`config.mk`:
```
export PLATFORM = sky130hd
export DESIGN_NAME = axis_weight_rotator
export DESIGN_NICKNAME = d
export VERILOG_FILES = /design/src/rtl/weight_rotator_pkg.sv /design/src/rtl/weight_loader.sv /design/src/rtl/weight_bank.sv /design/src/rtl/weight_reader.sv /design/src/rtl/axis_weight_rotator.sv
export SDC_FILE = /design/constraint.sdc
export NUM_CORES = 1
export LEC_CHECK = 0
export ABC_AREA = 1
export BUFFER_PORTS_ARGS = -buffer_cell sky130_fd_sc_hd__buf_2
export CORE_MARGIN = 2
export CORE_UTILIZATION = 52
export DETAILED_ROUTE_END_ITERATION = 8
export GPL_TIMING_DRIVEN = 0
export PLACE_DENSITY = 0.65
export SETUP_SLACK_MARGIN = 0.4
export SYNTH_ARGS = -nofsm -noshare
export SYNTH_HDL_FRONTEND = slang
export SYNTH_HIERARCHICAL = 1
export SYNTH_SLANG_ARGS = --single-unit
export TNS_END_PERCENT = 10
```
`constraint.sdc`:
```
create_clock -name aclk -period 3.7 [get_ports aclk]
set_clock_uncertainty 0.15 [all_clocks]
set_input_delay 0.37 -clock aclk [delete_from_list [all_inputs] [get_ports aclk]]
set_output_delay 0.37 -clock aclk [all_outputs]
set_load 0.03 [all_outputs]
```
`src/rtl/weight_rotator_pkg.sv`:
```
// ==========================================================
// weight rotator shared definitions
// widths, header field positions and FSM state encodings
// ==========================================================

package weight_rotator_pkg;

  localparam int N_BANKS = 2;   // ping-pong pair
  localparam int DATA_W  = 32;  // stream and bank word width
  localparam int DEPTH   = 16;  // entries per bank
  localparam int ADDR_W  = 4;
  localparam int CNT_W   = 4;   // header field and counter width

  // header word layout, higher bits ignored
  localparam int HDR_BEATS_LSB  = 0;
  localparam int HDR_COLS_LSB   = 4;
  localparam int HDR_BLOCKS_LSB = 8;

  typedef logic [DATA_W-1:0] word_t;
  typedef logic [ADDR_W-1:0] addr_t;
  typedef logic [CNT_W-1:0]  cnt_t;

  typedef enum logic [1:0] {
    LOAD_HEADER,  // wait for header beat
    LOAD_WRITE,   // data beats into the write bank
    LOAD_COMMIT   // mark bank full, switch bank
  } load_state_e;

  typedef enum logic [1:0] {
    READ_IDLE,    // wait for read bank to fill
    READ_STREAM,  // rotate bank contents
    READ_RELEASE  // free bank, switch bank
  } read_state_e;

endpackage

```
`src/rtl/weight_loader.sv`:
```
// ==========================================================
// weight loader
// takes the header beat, then writes the data beats into
// the current write bank and hands it over on commit
// ==========================================================
`timescale 1ns/100ps

module weight_loader (
  input  logic                      aclk,
  input  logic                      i_arst_n,
  input  logic                      i_s_valid,
  input  weight_rotator_pkg::word_t i_s_data,
  input  logic                      i_full [weight_rotator_pkg::N_BANKS],
  output logic                      o_s_ready,
  output weight_rotator_pkg::addr_t o_wr_addr,
  output weight_rotator_pkg::word_t o_wr_data,
  output logic                      o_wr_en [weight_rotator_pkg::N_BANKS],
  output logic                      o_hdr_en [weight_rotator_pkg::N_BANKS],
  output logic                      o_commit [weight_rotator_pkg::N_BANKS]
);

  weight_rotator_pkg::load_state_e state_q;
  weight_rotator_pkg::cnt_t        beats_1_q;
  weight_rotator_pkg::addr_t       wr_addr_q;
  logic                            wr_idx;     // write-side ping-pong index
  logic                            s_hs;

  always_comb begin
    unique case (state_q)
      weight_rotator_pkg::LOAD_HEADER: o_s_ready = !i_full[wr_idx];  // hold off until bank is free
      weight_rotator_pkg::LOAD_WRITE:  o_s_ready = 1'b1;
      default:                         o_s_ready = 1'b0;
    endcase
  end

  assign s_hs      = i_s_valid && o_s_ready;
  assign o_wr_addr = wr_addr_q;
  assign o_wr_data = i_s_data;  // header and data share the write bus

  always_comb begin
    for (int i = 0; i < weight_rotator_pkg::N_BANKS; i++) begin
      o_hdr_en[i] = (i == wr_idx) && s_hs && (state_q == weight_rotator_pkg::LOAD_HEADER);
      o_wr_en[i]  = (i == wr_idx) && s_hs && (state_q == weight_rotator_pkg::LOAD_WRITE);
      o_commit[i] = (i == wr_idx) && (state_q == weight_rotator_pkg::LOAD_COMMIT);
    end
  end

  always_ff @(posedge aclk or negedge i_arst_n) begin
    if (!i_arst_n) begin
      state_q   <= weight_rotator_pkg::LOAD_HEADER;
      beats_1_q <= '0;
      wr_addr_q <= '0;
      wr_idx    <= 1'b0;
    end else begin
      unique case (state_q)
        weight_rotator_pkg::LOAD_HEADER: begin
          if (s_hs) begin
            beats_1_q <= i_s_data[weight_rotator_pkg::HDR_BEATS_LSB +: weight_rotator_pkg::CNT_W];
            wr_addr_q <= '0;
            state_q   <= weight_rotator_pkg::LOAD_WRITE;
          end
        end
        weight_rotator_pkg::LOAD_WRITE: begin
          if (s_hs) begin
            wr_addr_q <= wr_addr_q + 1'b1;
            if (wr_addr_q == beats_1_q) begin  // last data beat of the load
              state_q <= weight_rotator_pkg::LOAD_COMMIT;
            end
          end
        end
        weight_rotator_pkg::LOAD_COMMIT: begin
          wr_idx  <= !wr_idx;
          state_q <= weight_rotator_pkg::LOAD_HEADER;
        end
        default: state_q <= weight_rotator_pkg::LOAD_HEADER;
      endcase
    end
  end

endmodule

```
`src/rtl/weight_bank.sv`:
```
// ==========================================================
// weight bank
// word storage with asynchronous read, the reference fields
// of its load and a full flag shared by loader and reader
// ==========================================================
`timescale 1ns/100ps

module weight_bank (
  input  logic                      aclk,
  input  logic                      i_arst_n,
  input  logic                      i_wr_en,
  input  logic                      i_hdr_en,
  input  logic                      i_commit,
  input  logic                      i_release,
  input  weight_rotator_pkg::addr_t i_wr_addr,
  input  weight_rotator_pkg::word_t i_wr_data,
  input  weight_rotator_pkg::addr_t i_rd_addr,
  output weight_rotator_pkg::word_t o_rd_data,
  output logic                      o_full,
  output weight_rotator_pkg::cnt_t  o_beats_1,
  output weight_rotator_pkg::cnt_t  o_cols_1,
  output weight_rotator_pkg::cnt_t  o_blocks_1
);

  weight_rotator_pkg::word_t mem [weight_rotator_pkg::DEPTH];

  always_ff @(posedge aclk) begin
    if (i_wr_en) begin
      mem[i_wr_addr] <= i_wr_data;
    end
  end

  assign o_rd_data = mem[i_rd_addr];

  always_ff @(posedge aclk or negedge i_arst_n) begin
    if (!i_arst_n) begin
      o_beats_1  <= '0;
      o_cols_1   <= '0;
      o_blocks_1 <= '0;
    end else if (i_hdr_en) begin
      o_beats_1  <= i_wr_data[weight_rotator_pkg::HDR_BEATS_LSB  +: weight_rotator_pkg::CNT_W];
      o_cols_1   <= i_wr_data[weight_rotator_pkg::HDR_COLS_LSB   +: weight_rotator_pkg::CNT_W];
      o_blocks_1 <= i_wr_data[weight_rotator_pkg::HDR_BLOCKS_LSB +: weight_rotator_pkg::CNT_W];
    end
  end

  // set by the loader once written, cleared by the reader once rotated
  always_ff @(posedge aclk or negedge i_arst_n) begin
    if (!i_arst_n) begin
      o_full <= 1'b0;
    end else if (i_commit) begin
      o_full <= 1'b1;
    end else if (i_release) begin
      o_full <= 1'b0;
    end
  end

endmodule

```
`src/rtl/weight_reader.sv`:
```
// ==========================================================
// weight reader
// replays the full read bank (cols x blocks) times through
// a registered master port, marks tlast and frees the bank
// ==========================================================
`timescale 1ns/100ps

module weight_reader (
  input  logic                      aclk,
  input  logic                      i_arst_n,
  input  logic                      i_full [weight_rotator_pkg::N_BANKS],
  input  weight_rotator_pkg::word_t i_rd_data [weight_rotator_pkg::N_BANKS],
  input  weight_rotator_pkg::cnt_t  i_beats_1 [weight_rotator_pkg::N_BANKS],
  input  weight_rotator_pkg::cnt_t  i_cols_1 [weight_rotator_pkg::N_BANKS],
  input  weight_rotator_pkg::cnt_t  i_blocks_1 [weight_rotator_pkg::N_BANKS],
  input  logic                      i_m_ready,
  output weight_rotator_pkg::addr_t o_rd_addr,
  output logic                      o_release [weight_rotator_pkg::N_BANKS],
  output logic                      o_m_valid,
  output weight_rotator_pkg::word_t o_m_data,
  output logic                      o_m_last
);

  weight_rotator_pkg::read_state_e state_q;
  weight_rotator_pkg::addr_t       addr_q;
  weight_rotator_pkg::cnt_t        col_q;
  weight_rotator_pkg::cnt_t        blk_q;
  weight_rotator_pkg::cnt_t        beats_1;
  weight_rotator_pkg::cnt_t        cols_1;
  weight_rotator_pkg::cnt_t        blocks_1;
  logic                            rd_idx;      // read-side ping-pong index
  logic                            issued_q;    // final beat already in the output register
  logic                            addr_wrap;
  logic                            col_wrap;
  logic                            last_issue;
  logic                            load;

  assign beats_1  = i_beats_1[rd_idx];
  assign cols_1   = i_cols_1[rd_idx];
  assign blocks_1 = i_blocks_1[rd_idx];

  assign addr_wrap  = (addr_q == beats_1);
  assign col_wrap   = (col_q == cols_1);
  assign last_issue = addr_wrap && col_wrap && (blk_q == blocks_1);

  // refill when empty or when the held beat leaves this cycle
  assign load = (state_q == weight_rotator_pkg::READ_STREAM) && !issued_q
             && (!o_m_valid || i_m_ready);

  assign o_rd_addr = addr_q;

  always_comb begin
    for (int i = 0; i < weight_rotator_pkg::N_BANKS; i++) begin
      o_release[i] = (i == rd_idx) && (state_q == weight_rotator_pkg::READ_RELEASE);
    end
  end

  always_ff @(posedge aclk or negedge i_arst_n) begin
    if (!i_arst_n) begin
      state_q  <= weight_rotator_pkg::READ_IDLE;
      rd_idx   <= 1'b0;
      addr_q   <= '0;
      col_q    <= '0;
      blk_q    <= '0;
      issued_q <= 1'b0;
    end else begin
      unique case (state_q)
        weight_rotator_pkg::READ_IDLE: begin
          if (i_full[rd_idx]) begin
            state_q <= weight_rotator_pkg::READ_STREAM;
          end
        end
        weight_rotator_pkg::READ_STREAM: begin
          if (load) begin
            if (last_issue) begin
              issued_q <= 1'b1;
            end
            if (!addr_wrap) begin
              addr_q <= addr_q + 1'b1;
            end else begin
              addr_q <= '0;
              if (col_wrap) begin  // one column pass done over all columns
                col_q <= '0;
                blk_q <= blk_q + 1'b1;
              end else begin
                col_q <= col_q + 1'b1;
              end
            end
          end
          if (o_m_valid && i_m_ready && o_m_last) begin
            state_q <= weight_rotator_pkg::READ_RELEASE;
          end
        end
        weight_rotator_pkg::READ_RELEASE: begin
          rd_idx   <= !rd_idx;
          addr_q   <= '0;
          col_q    <= '0;
          blk_q    <= '0;
          issued_q <= 1'b0;
          state_q  <= weight_rotator_pkg::READ_IDLE;
        end
        default: state_q <= weight_rotator_pkg::READ_IDLE;
      endcase
    end
  end

  always_ff @(posedge aclk or negedge i_arst_n) begin
    if (!i_arst_n) begin
      o_m_valid <= 1'b0;
      o_m_last  <= 1'b0;
    end else if (load) begin
      o_m_valid <= 1'b1;
      o_m_last  <= last_issue;
    end else if (i_m_ready) begin
      o_m_valid <= 1'b0;
      o_m_last  <= 1'b0;
    end
  end

  always_ff @(posedge aclk) begin
    if (load) begin
      o_m_data <= i_rd_data[rd_idx];
    end
  end

endmodule

```
`src/rtl/axis_weight_rotator.sv`:
```
// ==========================================================
// streaming weight rotator, top level
// loader fills one bank of a ping-pong pair while the
// reader rotates the other onto the master stream
// ==========================================================
`timescale 1ns/100ps

module axis_weight_rotator (
  input  logic                      aclk,
  input  logic                      i_arst_n,
  input  logic                      i_s_valid,
  input  weight_rotator_pkg::word_t i_s_data,
  input  logic                      i_m_ready,
  output logic                      o_s_ready,
  output logic                      o_m_valid,
  output weight_rotator_pkg::word_t o_m_data,
  output logic                      o_m_last
);

  weight_rotator_pkg::addr_t wr_addr;
  weight_rotator_pkg::word_t wr_data;
  weight_rotator_pkg::addr_t rd_addr;
  logic                      wr_en    [weight_rotator_pkg::N_BANKS];
  logic                      hdr_en   [weight_rotator_pkg::N_BANKS];
  logic                      commit   [weight_rotator_pkg::N_BANKS];
  logic                      release_ [weight_rotator_pkg::N_BANKS];
  logic                      full     [weight_rotator_pkg::N_BANKS];
  weight_rotator_pkg::word_t rd_data  [weight_rotator_pkg::N_BANKS];
  weight_rotator_pkg::cnt_t  beats_1  [weight_rotator_pkg::N_BANKS];
  weight_rotator_pkg::cnt_t  cols_1   [weight_rotator_pkg::N_BANKS];
  weight_rotator_pkg::cnt_t  blocks_1 [weight_rotator_pkg::N_BANKS];

  weight_loader weight_loader_i (
    .aclk      (aclk),
    .i_arst_n  (i_arst_n),
    .i_s_valid (i_s_valid),
    .i_s_data  (i_s_data),
    .i_full    (full),
    .o_s_ready (o_s_ready),
    .o_wr_addr (wr_addr),
    .o_wr_data (wr_data),
    .o_wr_en   (wr_en),
    .o_hdr_en  (hdr_en),
    .o_commit  (commit)
  );

  for (genvar g = 0; g < weight_rotator_pkg::N_BANKS; g++) begin : g_bank
    weight_bank weight_bank_i (
      .aclk       (aclk),
      .i_arst_n   (i_arst_n),
      .i_wr_en    (wr_en[g]),
      .i_hdr_en   (hdr_en[g]),
      .i_commit   (commit[g]),
      .i_release  (release_[g]),
      .i_wr_addr  (wr_addr),
      .i_wr_data  (wr_data),
      .i_rd_addr  (rd_addr),
      .o_rd_data  (rd_data[g]),
      .o_full     (full[g]),
      .o_beats_1  (beats_1[g]),
      .o_cols_1   (cols_1[g]),
      .o_blocks_1 (blocks_1[g])
    );
  end

  weight_reader weight_reader_i (
    .aclk       (aclk),
    .i_arst_n   (i_arst_n),
    .i_full     (full),
    .i_rd_data  (rd_data),
    .i_beats_1  (beats_1),
    .i_cols_1   (cols_1),
    .i_blocks_1 (blocks_1),
    .i_m_ready  (i_m_ready),
    .o_rd_addr  (rd_addr),
    .o_release  (release_),
    .o_m_valid  (o_m_valid),
    .o_m_data   (o_m_data),
    .o_m_last   (o_m_last)
  );

endmodule

```
* Yosys cells after proc, flatten, opt, wreduce, memory -nomap -nowiden
Memory sizes are Yosys's and may differ from the RTL's. Cells that the tools add are included.
Cells by class: $lt $le $gt $ge 2, reduce and logical (&&, ||, !) cells 38, equal/unequal tests 17, $add $sub $neg 4, bitwise operators 4, mux-type cells 54
Operators with widths (number):
- 32-bit 2-to-1 mux | 3
- 4-bit 2-to-1 mux | 19
- 4-bit one-hot mux with 2 select lines | 4
- 1-bit 2-to-1 mux | 19
- 1-bit logical AND | 17
- 4-bit by 1-bit adder with 4-bit output, second input constant | 4
- 4-bit == test | 4
- 2-bit by 1-bit != test with 1-bit output, second input constant | 7
- 3-bit AND reduction | 4
- 2-bit 2-to-1 mux | 5
- 2-bit nonzero test | 5
- 2-bit one-hot mux with 2 select lines | 2
- 2-bit AND reduction | 3
- 1-bit zero test | 5
- 2-bit by 1-bit == test with 1-bit output, second input constant | 2
- 2-bit == test, second input constant | 2
- 2-bit >= comparator, second input constant | 2
- 2-bit zero test | 2
- 2-bit != test, second input constant | 2
- 1-bit NOT with 2-bit output | 2
- 1-bit one-hot mux with 2 select lines | 2
- 4-bit AND reduction | 1
- 1-bit NOT | 2
- 1-bit logical OR | 1
Word-level totals: output and inout port bits 35, flip-flop bits (word level) 87, bits in writable memories 1024, word-level logic and storage cells 142, memories kept 2
Memories:
- g_bank[0].weight_bank_i.mem | words 16, bits a word 32, rd ports 1, clocked after Yosys merged registers in 0, wr ports 1, line weight_bank.sv:25 | weight_rotator_pkg::word_t mem [weight_rotator_pkg::DEPTH];
- g_bank[1].weight_bank_i.mem | words 16, bits a word 32, rd ports 1, clocked after Yosys merged registers in 0, wr ports 1, line weight_bank.sv:25

* Logic depth before layout (Yosys ltp)
Gate-level depths: netlist of run 1.
word-level depth 11, depth in mapped cells 13, mapped depth without buffers 12

* By module
Netlist of run 1, hierarchy kept.
By module, submodules not included:
- weight_bank | cells an instance 2116, times used 2, area an instance 22570.4 µm²
- weight_reader | cells an instance 326, times used 1, area an instance 2673.8 µm²
- weight_loader | cells an instance 121, times used 1, area an instance 902.1 µm²

* Worst setup path after synthesis of run 1
Ideal clock, no wire load.
kind register to register, from register weight_loader_i.state_q[0], to memory g_bank[1].weight_bank_i/mem[12][0] (netlist name) (enable), path buffers 0, arrival 2430 ps, path slack 699 ps, stages on the path, launching flop included 7, setup time 421 ps, cell sequence dfrtp_1 > inv_2 > nor2_2 > nand2_1 > nor2_1 > nand3_1 > nor2_1
RTL lines:
- start, declared | line weight_loader.sv:22 | weight_rotator_pkg::load_state_e state_q;
- start signal, assigned | line weight_loader.sv:50 | state_q <= weight_rotator_pkg::LOAD_HEADER;
- start signal, assigned | line weight_loader.sv:60 | state_q <= weight_rotator_pkg::LOAD_WRITE;
- start signal, assigned | line weight_loader.sv:67 | state_q <= weight_rotator_pkg::LOAD_COMMIT;
- end, declared | line weight_bank.sv:25

==> flow_summary.ini, run 1 <==
[run_status]
status = finished, final reports clean

[grt]
grt_max_degree = 56
first_global_vias = 31700
grt_pass1_wl_um = 199000
gr-usage-met3_pct = 4.50
grt.met1_usage_pct = 37.8
use_met2_pct = 48.4
grt_usage_pct = 28.4
grt_busiest_layer = met2
overflow = 0
antenna_found_initial = 2

[worst_setup_path]
setup.worst_path.end = weight_reader_i/o_m_data[29]
cp_num_buf_inv = 2
cp-startpoint = weight_reader_i/o_rd_addr[2]
cp_cell_sequence = buf_2 -> buf_1 -> nand3_1 -> nand3_1 -> nand2_1 -> nand2_1 -> nand2_1
critPathMaxFanout = 10
cp_data_required_time_ns = 3.94
max_stage_delay_ns = 0.81
reg2reg_depth = 7
crit_family = buffers and inverters
cp.arrival_ns = 3.43
critPathKind = flip-flop to flip-flop
cp_num_cells = 7
cp-end-kind = flip-flop
start_kind = flip-flop
timing.rr.end = weight_reader_i/o_m_data[29]
worst_path_max_delay_cell = buf_1
r2r_start = weight_reader_i/o_rd_addr[2]
reg2reg_slack_ns = 0.51
crit_top_cell = nand2_1

[floorplanning]
start_util_pct = 52.4
core_sq_um = 93000
die_width_um = 310
io_pins = 71
die_h_um = 310
num_rows = 112
die_area_sq_um = 96100

[power_and_ir_drop]
clock_power_share_pct = 40.6
ir_drop_mv = 0.414
p_seq_share_pct = 52.0
p_sw_share_pct = 23.1
combPwrFrac_pct = 7.3
p_leak_nw = 23.7
p_sw_mw = 6.45
power_density_nw_per_um2 = 504
p_int_mw = 21.5

[placed_design]
placed_cell_area_sq_um = 51400
dpl.hpwl_um = 88100
globalplace.congestion = 0.873
port_buffers = 41

[timing]
setup_viol = 0
rsz0062_at_grt = false
fin_crit_sh_pct = 86.2
relSlewSlack_pct = 29.8
fin_tns_setup_ns = 0
fin_crit_ns = 3.19
timing.final.max_slew_violations = 0
fmax_ghz = 0.314
final-hold-violation-count = 0
worstMarginPinSlew_ns = 1.05

[clocking]
cts_root_buf = clkbuf_16
clk_pin_slew_ns = 0.06
cts-resized-gates = 0
cts_hold_buf = 39
cts_max_path_buffers = 3
numCtsBuffers = 115
clock_latency_ns = 0.70
cts_tree = built
htree_levels = 3
cts_sinks = 1111
cts_setup_buffers = 0

[cells_and_area]
design_area_sq_um = 55500
regArea_sq_um = 33100
n_fill_cell = 7605
area_growth_pct = 13.9
multi_input_area_sq_um = 11100
nets = 4948
antennaDiodeCount = 0
layout-drive-gt1-share_pct = 10.8

[detailed_routing]
viasPerCell = 5.30
route.detailed.drc = 0
dr_total_vias = 33200
wire_per_inst_um = 21.7
routed_wl_um = 136000
drt-initial-drc-count = 3516
first_pass_iters = 6
antenna_left = 0

[hold_path]
min_path_type = input port to flip-flop

[yosys]
synth_top_area_share_pct = 65.1
synth-main-ff-cell = edfxtp_1
syn_nets = 4719
yosysWarnings = 6
synth_area_sq_um = 48700
yosys.cell_types.count = 37
ys_seq_area_share_pct = 67.9
syn_inst = 4679
synth_largest_area_cell = edfxtp_1
syn_area_per_cell_sq_um = 10.4
yosys-top-cells-area = edfxtp_1 65%, nand2_1 12%, nand3_1 8.2%, inv_1 6.2%, dfrtp_1 2.8%
synth_seq_cells = 1111
synth_edf_count = 1056
synthArstFlopShare_pct = 4.95

[flow_run]
cap_violations = 0
## layout by cell type (no fill, tap or decap), types with 4 or more instances in the layout
master	count
edfxtp_1	1056
nor2_1	25
clkinv_1	19
clkinv_2	31
mux2_2	24
inv_2	10
buf_2	136
o21ai_0	10
clkbuf_16	117
clkbuf_1	51
nand4_1	8
dlygate4sd3_1	39
nand3b_1	6
nand2_2	7
bufinv_16	10
buf_4	46
buf_6	60
nand3_1	800
nor2_4	35
nand2_1	1550
buf_12	26
xor2_1	7
inv_1	800
buf_16	8
buf_1	26
ha_1	4
dfrtp_1	55
## worst reg2reg max path: stages, from the launching register on
cell     delay (ns)
dfrtp_1        0.61
buf_2          0.47
buf_1          0.81
nand3_1        0.20
nand3_1        0.20
nand2_1        0.11
nand2_1        0.15
nand2_1        0.18
## metal layers
metal  part of all wire, %  up-vias  wire length, um
li1                      -    15600                -
met1                    40    15900            54300
met2                    49     1437            66600
met3                   8.1      252            11000
met4                   2.8        0             3850
met5                     0        -                0
## cells by family after synthesis
family                     Yosys count  synth area share, %
and+or+nand+nor                   2442                 21.2
DFF                               1111                 67.9
buffers and inverters             1070                 9.85
muxes                               24                0.555
AOI/OAI and AO/OA                   19                0.229
xor gates and xnor gates             9                0.162
adders and majority gates            4                0.103
## area by class of cell
class / instances / area share (%)
plain buffers: 255 / 3.12
repair buffers: 112 / 2.34
multi-input cells: 2498 / 19.9
clock buffers: 145 / 5.52
well taps: 1254 / 2.83
flip-flops and latches: 1111 / 59.6
clock inverters: 69 / 1.12
inverters: 815 / 5.53
## synthesized netlist by cell type (3+ instances only)
master and count:
buf_4 45, dfrtp_1 55, inv_2 10, mux2_2 24
buf_2 96, edfxtp_1 1056, nor2_4 3, o21ai_0 10
buf_6 60, nand4_1 8, a21oi_1 3, nand3_1 800
ha_1 4, inv_1 800, buf_1 26, nand2_2 7
or2_2 3, xor2_1 7, nor2_1 57, nand2_1 1550
nand3_2 3, nand3b_1 6, clkbuf_1 26
## worst min-delay path by stage
| stage | from | endpoint | slack (ns) | cells after the start |
|---|---|---|---|---|
| after floorplan | i_arst_n | g_bank[0].weight_bank_i/o_beats_1[0] | -0.08 | 0 |
| after global placement | weight_loader_i/beats_1_q[1] | weight_loader_i/beats_1_q[1] | 0.32 | 2 |
| after detailed placement | weight_reader_i/issued_q | weight_reader_i/issued_q | 0.32 | 2 |
| after CTS | i_s_data[8] | g_bank[0].weight_bank_i/mem[14][8] | 0.004 | 1 |
| after global routing | i_s_data[8] | g_bank[0].weight_bank_i/mem[14][8] | 0.01 | 1 |
| final | i_s_data[8] | g_bank[0].weight_bank_i/mem[14][8] | 0.04 | 1 |
## stage by stage
stage / util (%) / hold WS, ns / total power [mW] / std cells / worst slack [ns]
2_1_floorplan: - / -0.0756 / 16.0 / 4679 / 0.699
3_3_place_gp: 54.3 / 0.317 / 16.5 / 5974 / -1.15
3_5_place_dp: 55.3 / 0.320 / 16.8 / 6006 / 0.631
4_1_cts: 59.7 / 0.00353 / 28.1 / 6259 / 0.605
5_1_grt: 59.7 / 0.0137 / 28.8 / 6259 / 0.538
6_report: 59.7 / 0.0407 / 28.0 / 6259 / 0.512
## sequential cells by signal, indices dropped and copies added, names as in the netlist, 2 cells and up
register / cells
g_bank.weight_bank_i/o_full: 2
g_bank.weight_bank_i/o_blocks_1: 8
weight_loader_i/state_q: 2
weight_reader_i/blk_q: 4
g_bank.weight_bank_i/o_cols_1: 8
weight_reader_i/col_q: 4
weight_reader_i/state_q: 2
weight_reader_i/o_rd_addr: 4
weight_loader_i/o_wr_addr: 4
weight_loader_i/beats_1_q: 4
g_bank.weight_bank_i/mem: 1024
g_bank.weight_bank_i/o_beats_1: 8
weight_reader_i/o_m_data: 32
## power groups by stage
stage	Clock (mW)	Sequential, mW	Combinational, mW
after detailed placement	0	14.8	1.95
after global routing	12.0	14.6	2.25
after global placement	0	14.8	1.70
after floorplan	0	14.7	1.21
after CTS	11.5	14.5	2.03
final	11.4	14.6	2.05
(Power assumes the default switching activity.)
==> run 2: changes to the inputs <==
==> constraint.sdc (replaced) <==
create_clock -name aclk -period 3.7 [get_ports aclk]
set_clock_uncertainty 0.15 [all_clocks]
set_input_delay 0.74 -clock aclk [delete_from_list [all_inputs] [get_ports aclk]]
set_output_delay 0.74 -clock aclk [all_outputs]
set_load 0.03 [all_outputs]
==> flow_summary.ini, run 2 (same netlist as run 1, synthesis figures left out) <==
[timing]
fin_crit_ns = 3.20
worstMarginPinSlew_ns = 1.09
hold_ws_ns = 0.173
fin_crit_sh_pct = 86.5
fmax_ghz = 0.312
relSlewSlack_pct = 27.5
timing.final.max_slew_violations = 0
setup_ws_ns = 0.500
setup_viol = 0
rsz0062_at_grt = false
final-hold-violation-count = 0
fin_tns_setup_ns = 0

[clocking]
cts_sinks = 1111
clock_latency_ns = 0.70
numCtsBuffers = 115
cts_max_path_buffers = 3
cts_setup_buffers = 0
cts_root_buf = clkbuf_16
cts_tree = built
clk_pin_slew_ns = 0.06
htree_levels = 3
cts-resized-gates = 0
cts_hold_buf = 0

[flow_run]
cap_violations = 0

[grt]
first_global_vias = 31600
grt_pass1_wl_um = 198000
grt_max_degree = 56
antenna_found_initial = 2
grt_usage_pct = 28.4
overflow = 0

[run_status]
status = finished, final reports clean

[detailed_routing]
dr_total_vias = 33000
routed_wl_um = 135000
route.detailed.drc = 0
drt-initial-drc-count = 3604
first_pass_iters = 6
wire_per_inst_um = 21.7
viasPerCell = 5.30
antenna_left = 0

[worst_setup_path]
start_kind = flip-flop
cp_data_required_time_ns = 3.94
cp.arrival_ns = 3.44
cp-end-kind = flip-flop
critPathMaxFanout = 10
critPathKind = flip-flop to flip-flop
cp-startpoint = weight_reader_i/o_rd_addr[2]
r2r_start = weight_reader_i/o_rd_addr[2]
reg2reg_depth = 7

[cells_and_area]
top_register = g_bank.weight_bank_i/mem
final_cell_mix = 1550 x nand2_1, 1056 x edfxtp_1, 800 x inv_1, 800 x nand3_1, 136 x buf_2
biggestRegsByFlops = g_bank.weight_bank_i/mem (1024), weight_reader_i/o_m_data (32)
layout-drive-gt1-share_pct = 10.9
nets = 4910
area_growth_pct = 13.2
final_common_cell = nand2_1
antennaDiodeCount = 0
stdcell_count = 6221
design_area_sq_um = 55100
largest_register_ffs = 1024
final_util_pct = 59.2

[placed_design]
placed_cell_area_sq_um = 51400
dpl.hpwl_um = 88100
globalplace.congestion = 0.873
port_buffers = 41
pre_cts_ws_ns = 0.523
post-place-cells = 6006

[hold_path]
hold-path-cell-count = 3
min_path_type = input port to flip-flop
min_from = i_s_data[3]

[floorplanning]
num_rows = 112
die_h_um = 310
die_width_um = 310
io_pins = 71
die_area_sq_um = 96100
core_sq_um = 93000
start_util_pct = 52.4

[power_and_ir_drop]
p_total_mw = 27.9
power_density_nw_per_um2 = 506
p_leak_nw = 23.5
ir_drop_mv = 0.408
-- run 2: cell types whose count changed in the layout (fill, tap and decap cells not counted), sizes merged --
cell	previous run	this run
dlygate4sd3	39	1
-- run 2: power breakdown --
group          internal (mW)  leakage (nW)  switching (mW)
logic                  0.603          11.5            1.36
clock network           6.54          1.82            4.83
registers               14.3          10.2           0.240
-- run 2: layout make-up --
cell class / count / area (sq um)
multi-input combinational: 2498 / 11100
tap: 1254 / 1570
clock inverter: 69 / 622
inverter: 815 / 3070
clock buffer: 145 / 3060
buffer: 255 / 1730
timing repair buffer: 74 / 918
fill: 7634 / 37900
sequential: 1111 / 33100
-- run 2: final timing paths --
check	end	slack, ns
max	weight_reader_i/o_m_data[29]	0.50
max reg2reg	weight_reader_i/o_m_data[29]	0.50
min reg2reg	weight_reader_i/issued_q	0.34
max in group asynchronous	weight_loader_i/beats_1_q[0]	2.42
min in group asynchronous	weight_reader_i/col_q[3]	0.51
min	weight_loader_i/beats_1_q[3]	0.17
-- run 2: routing by layer --
metal | share of wire (%) | track usage [%]
met5 | 0 | 0
met4 | 2.8 | 8.57
met3 | 8.4 | 4.51
met2 | 49 | 48.3
met1 | 40 | 37.6
-- run 2: critical path, cell delays in order, from the launching register on --
cell and delay, ns:
dfrtp_1 0.62, buf_2 0.47, buf_1 0.81, nand3_1 0.20, nand3_1 0.20, nand2_1 0.11, nand2_1 0.15, nand2_1 0.18
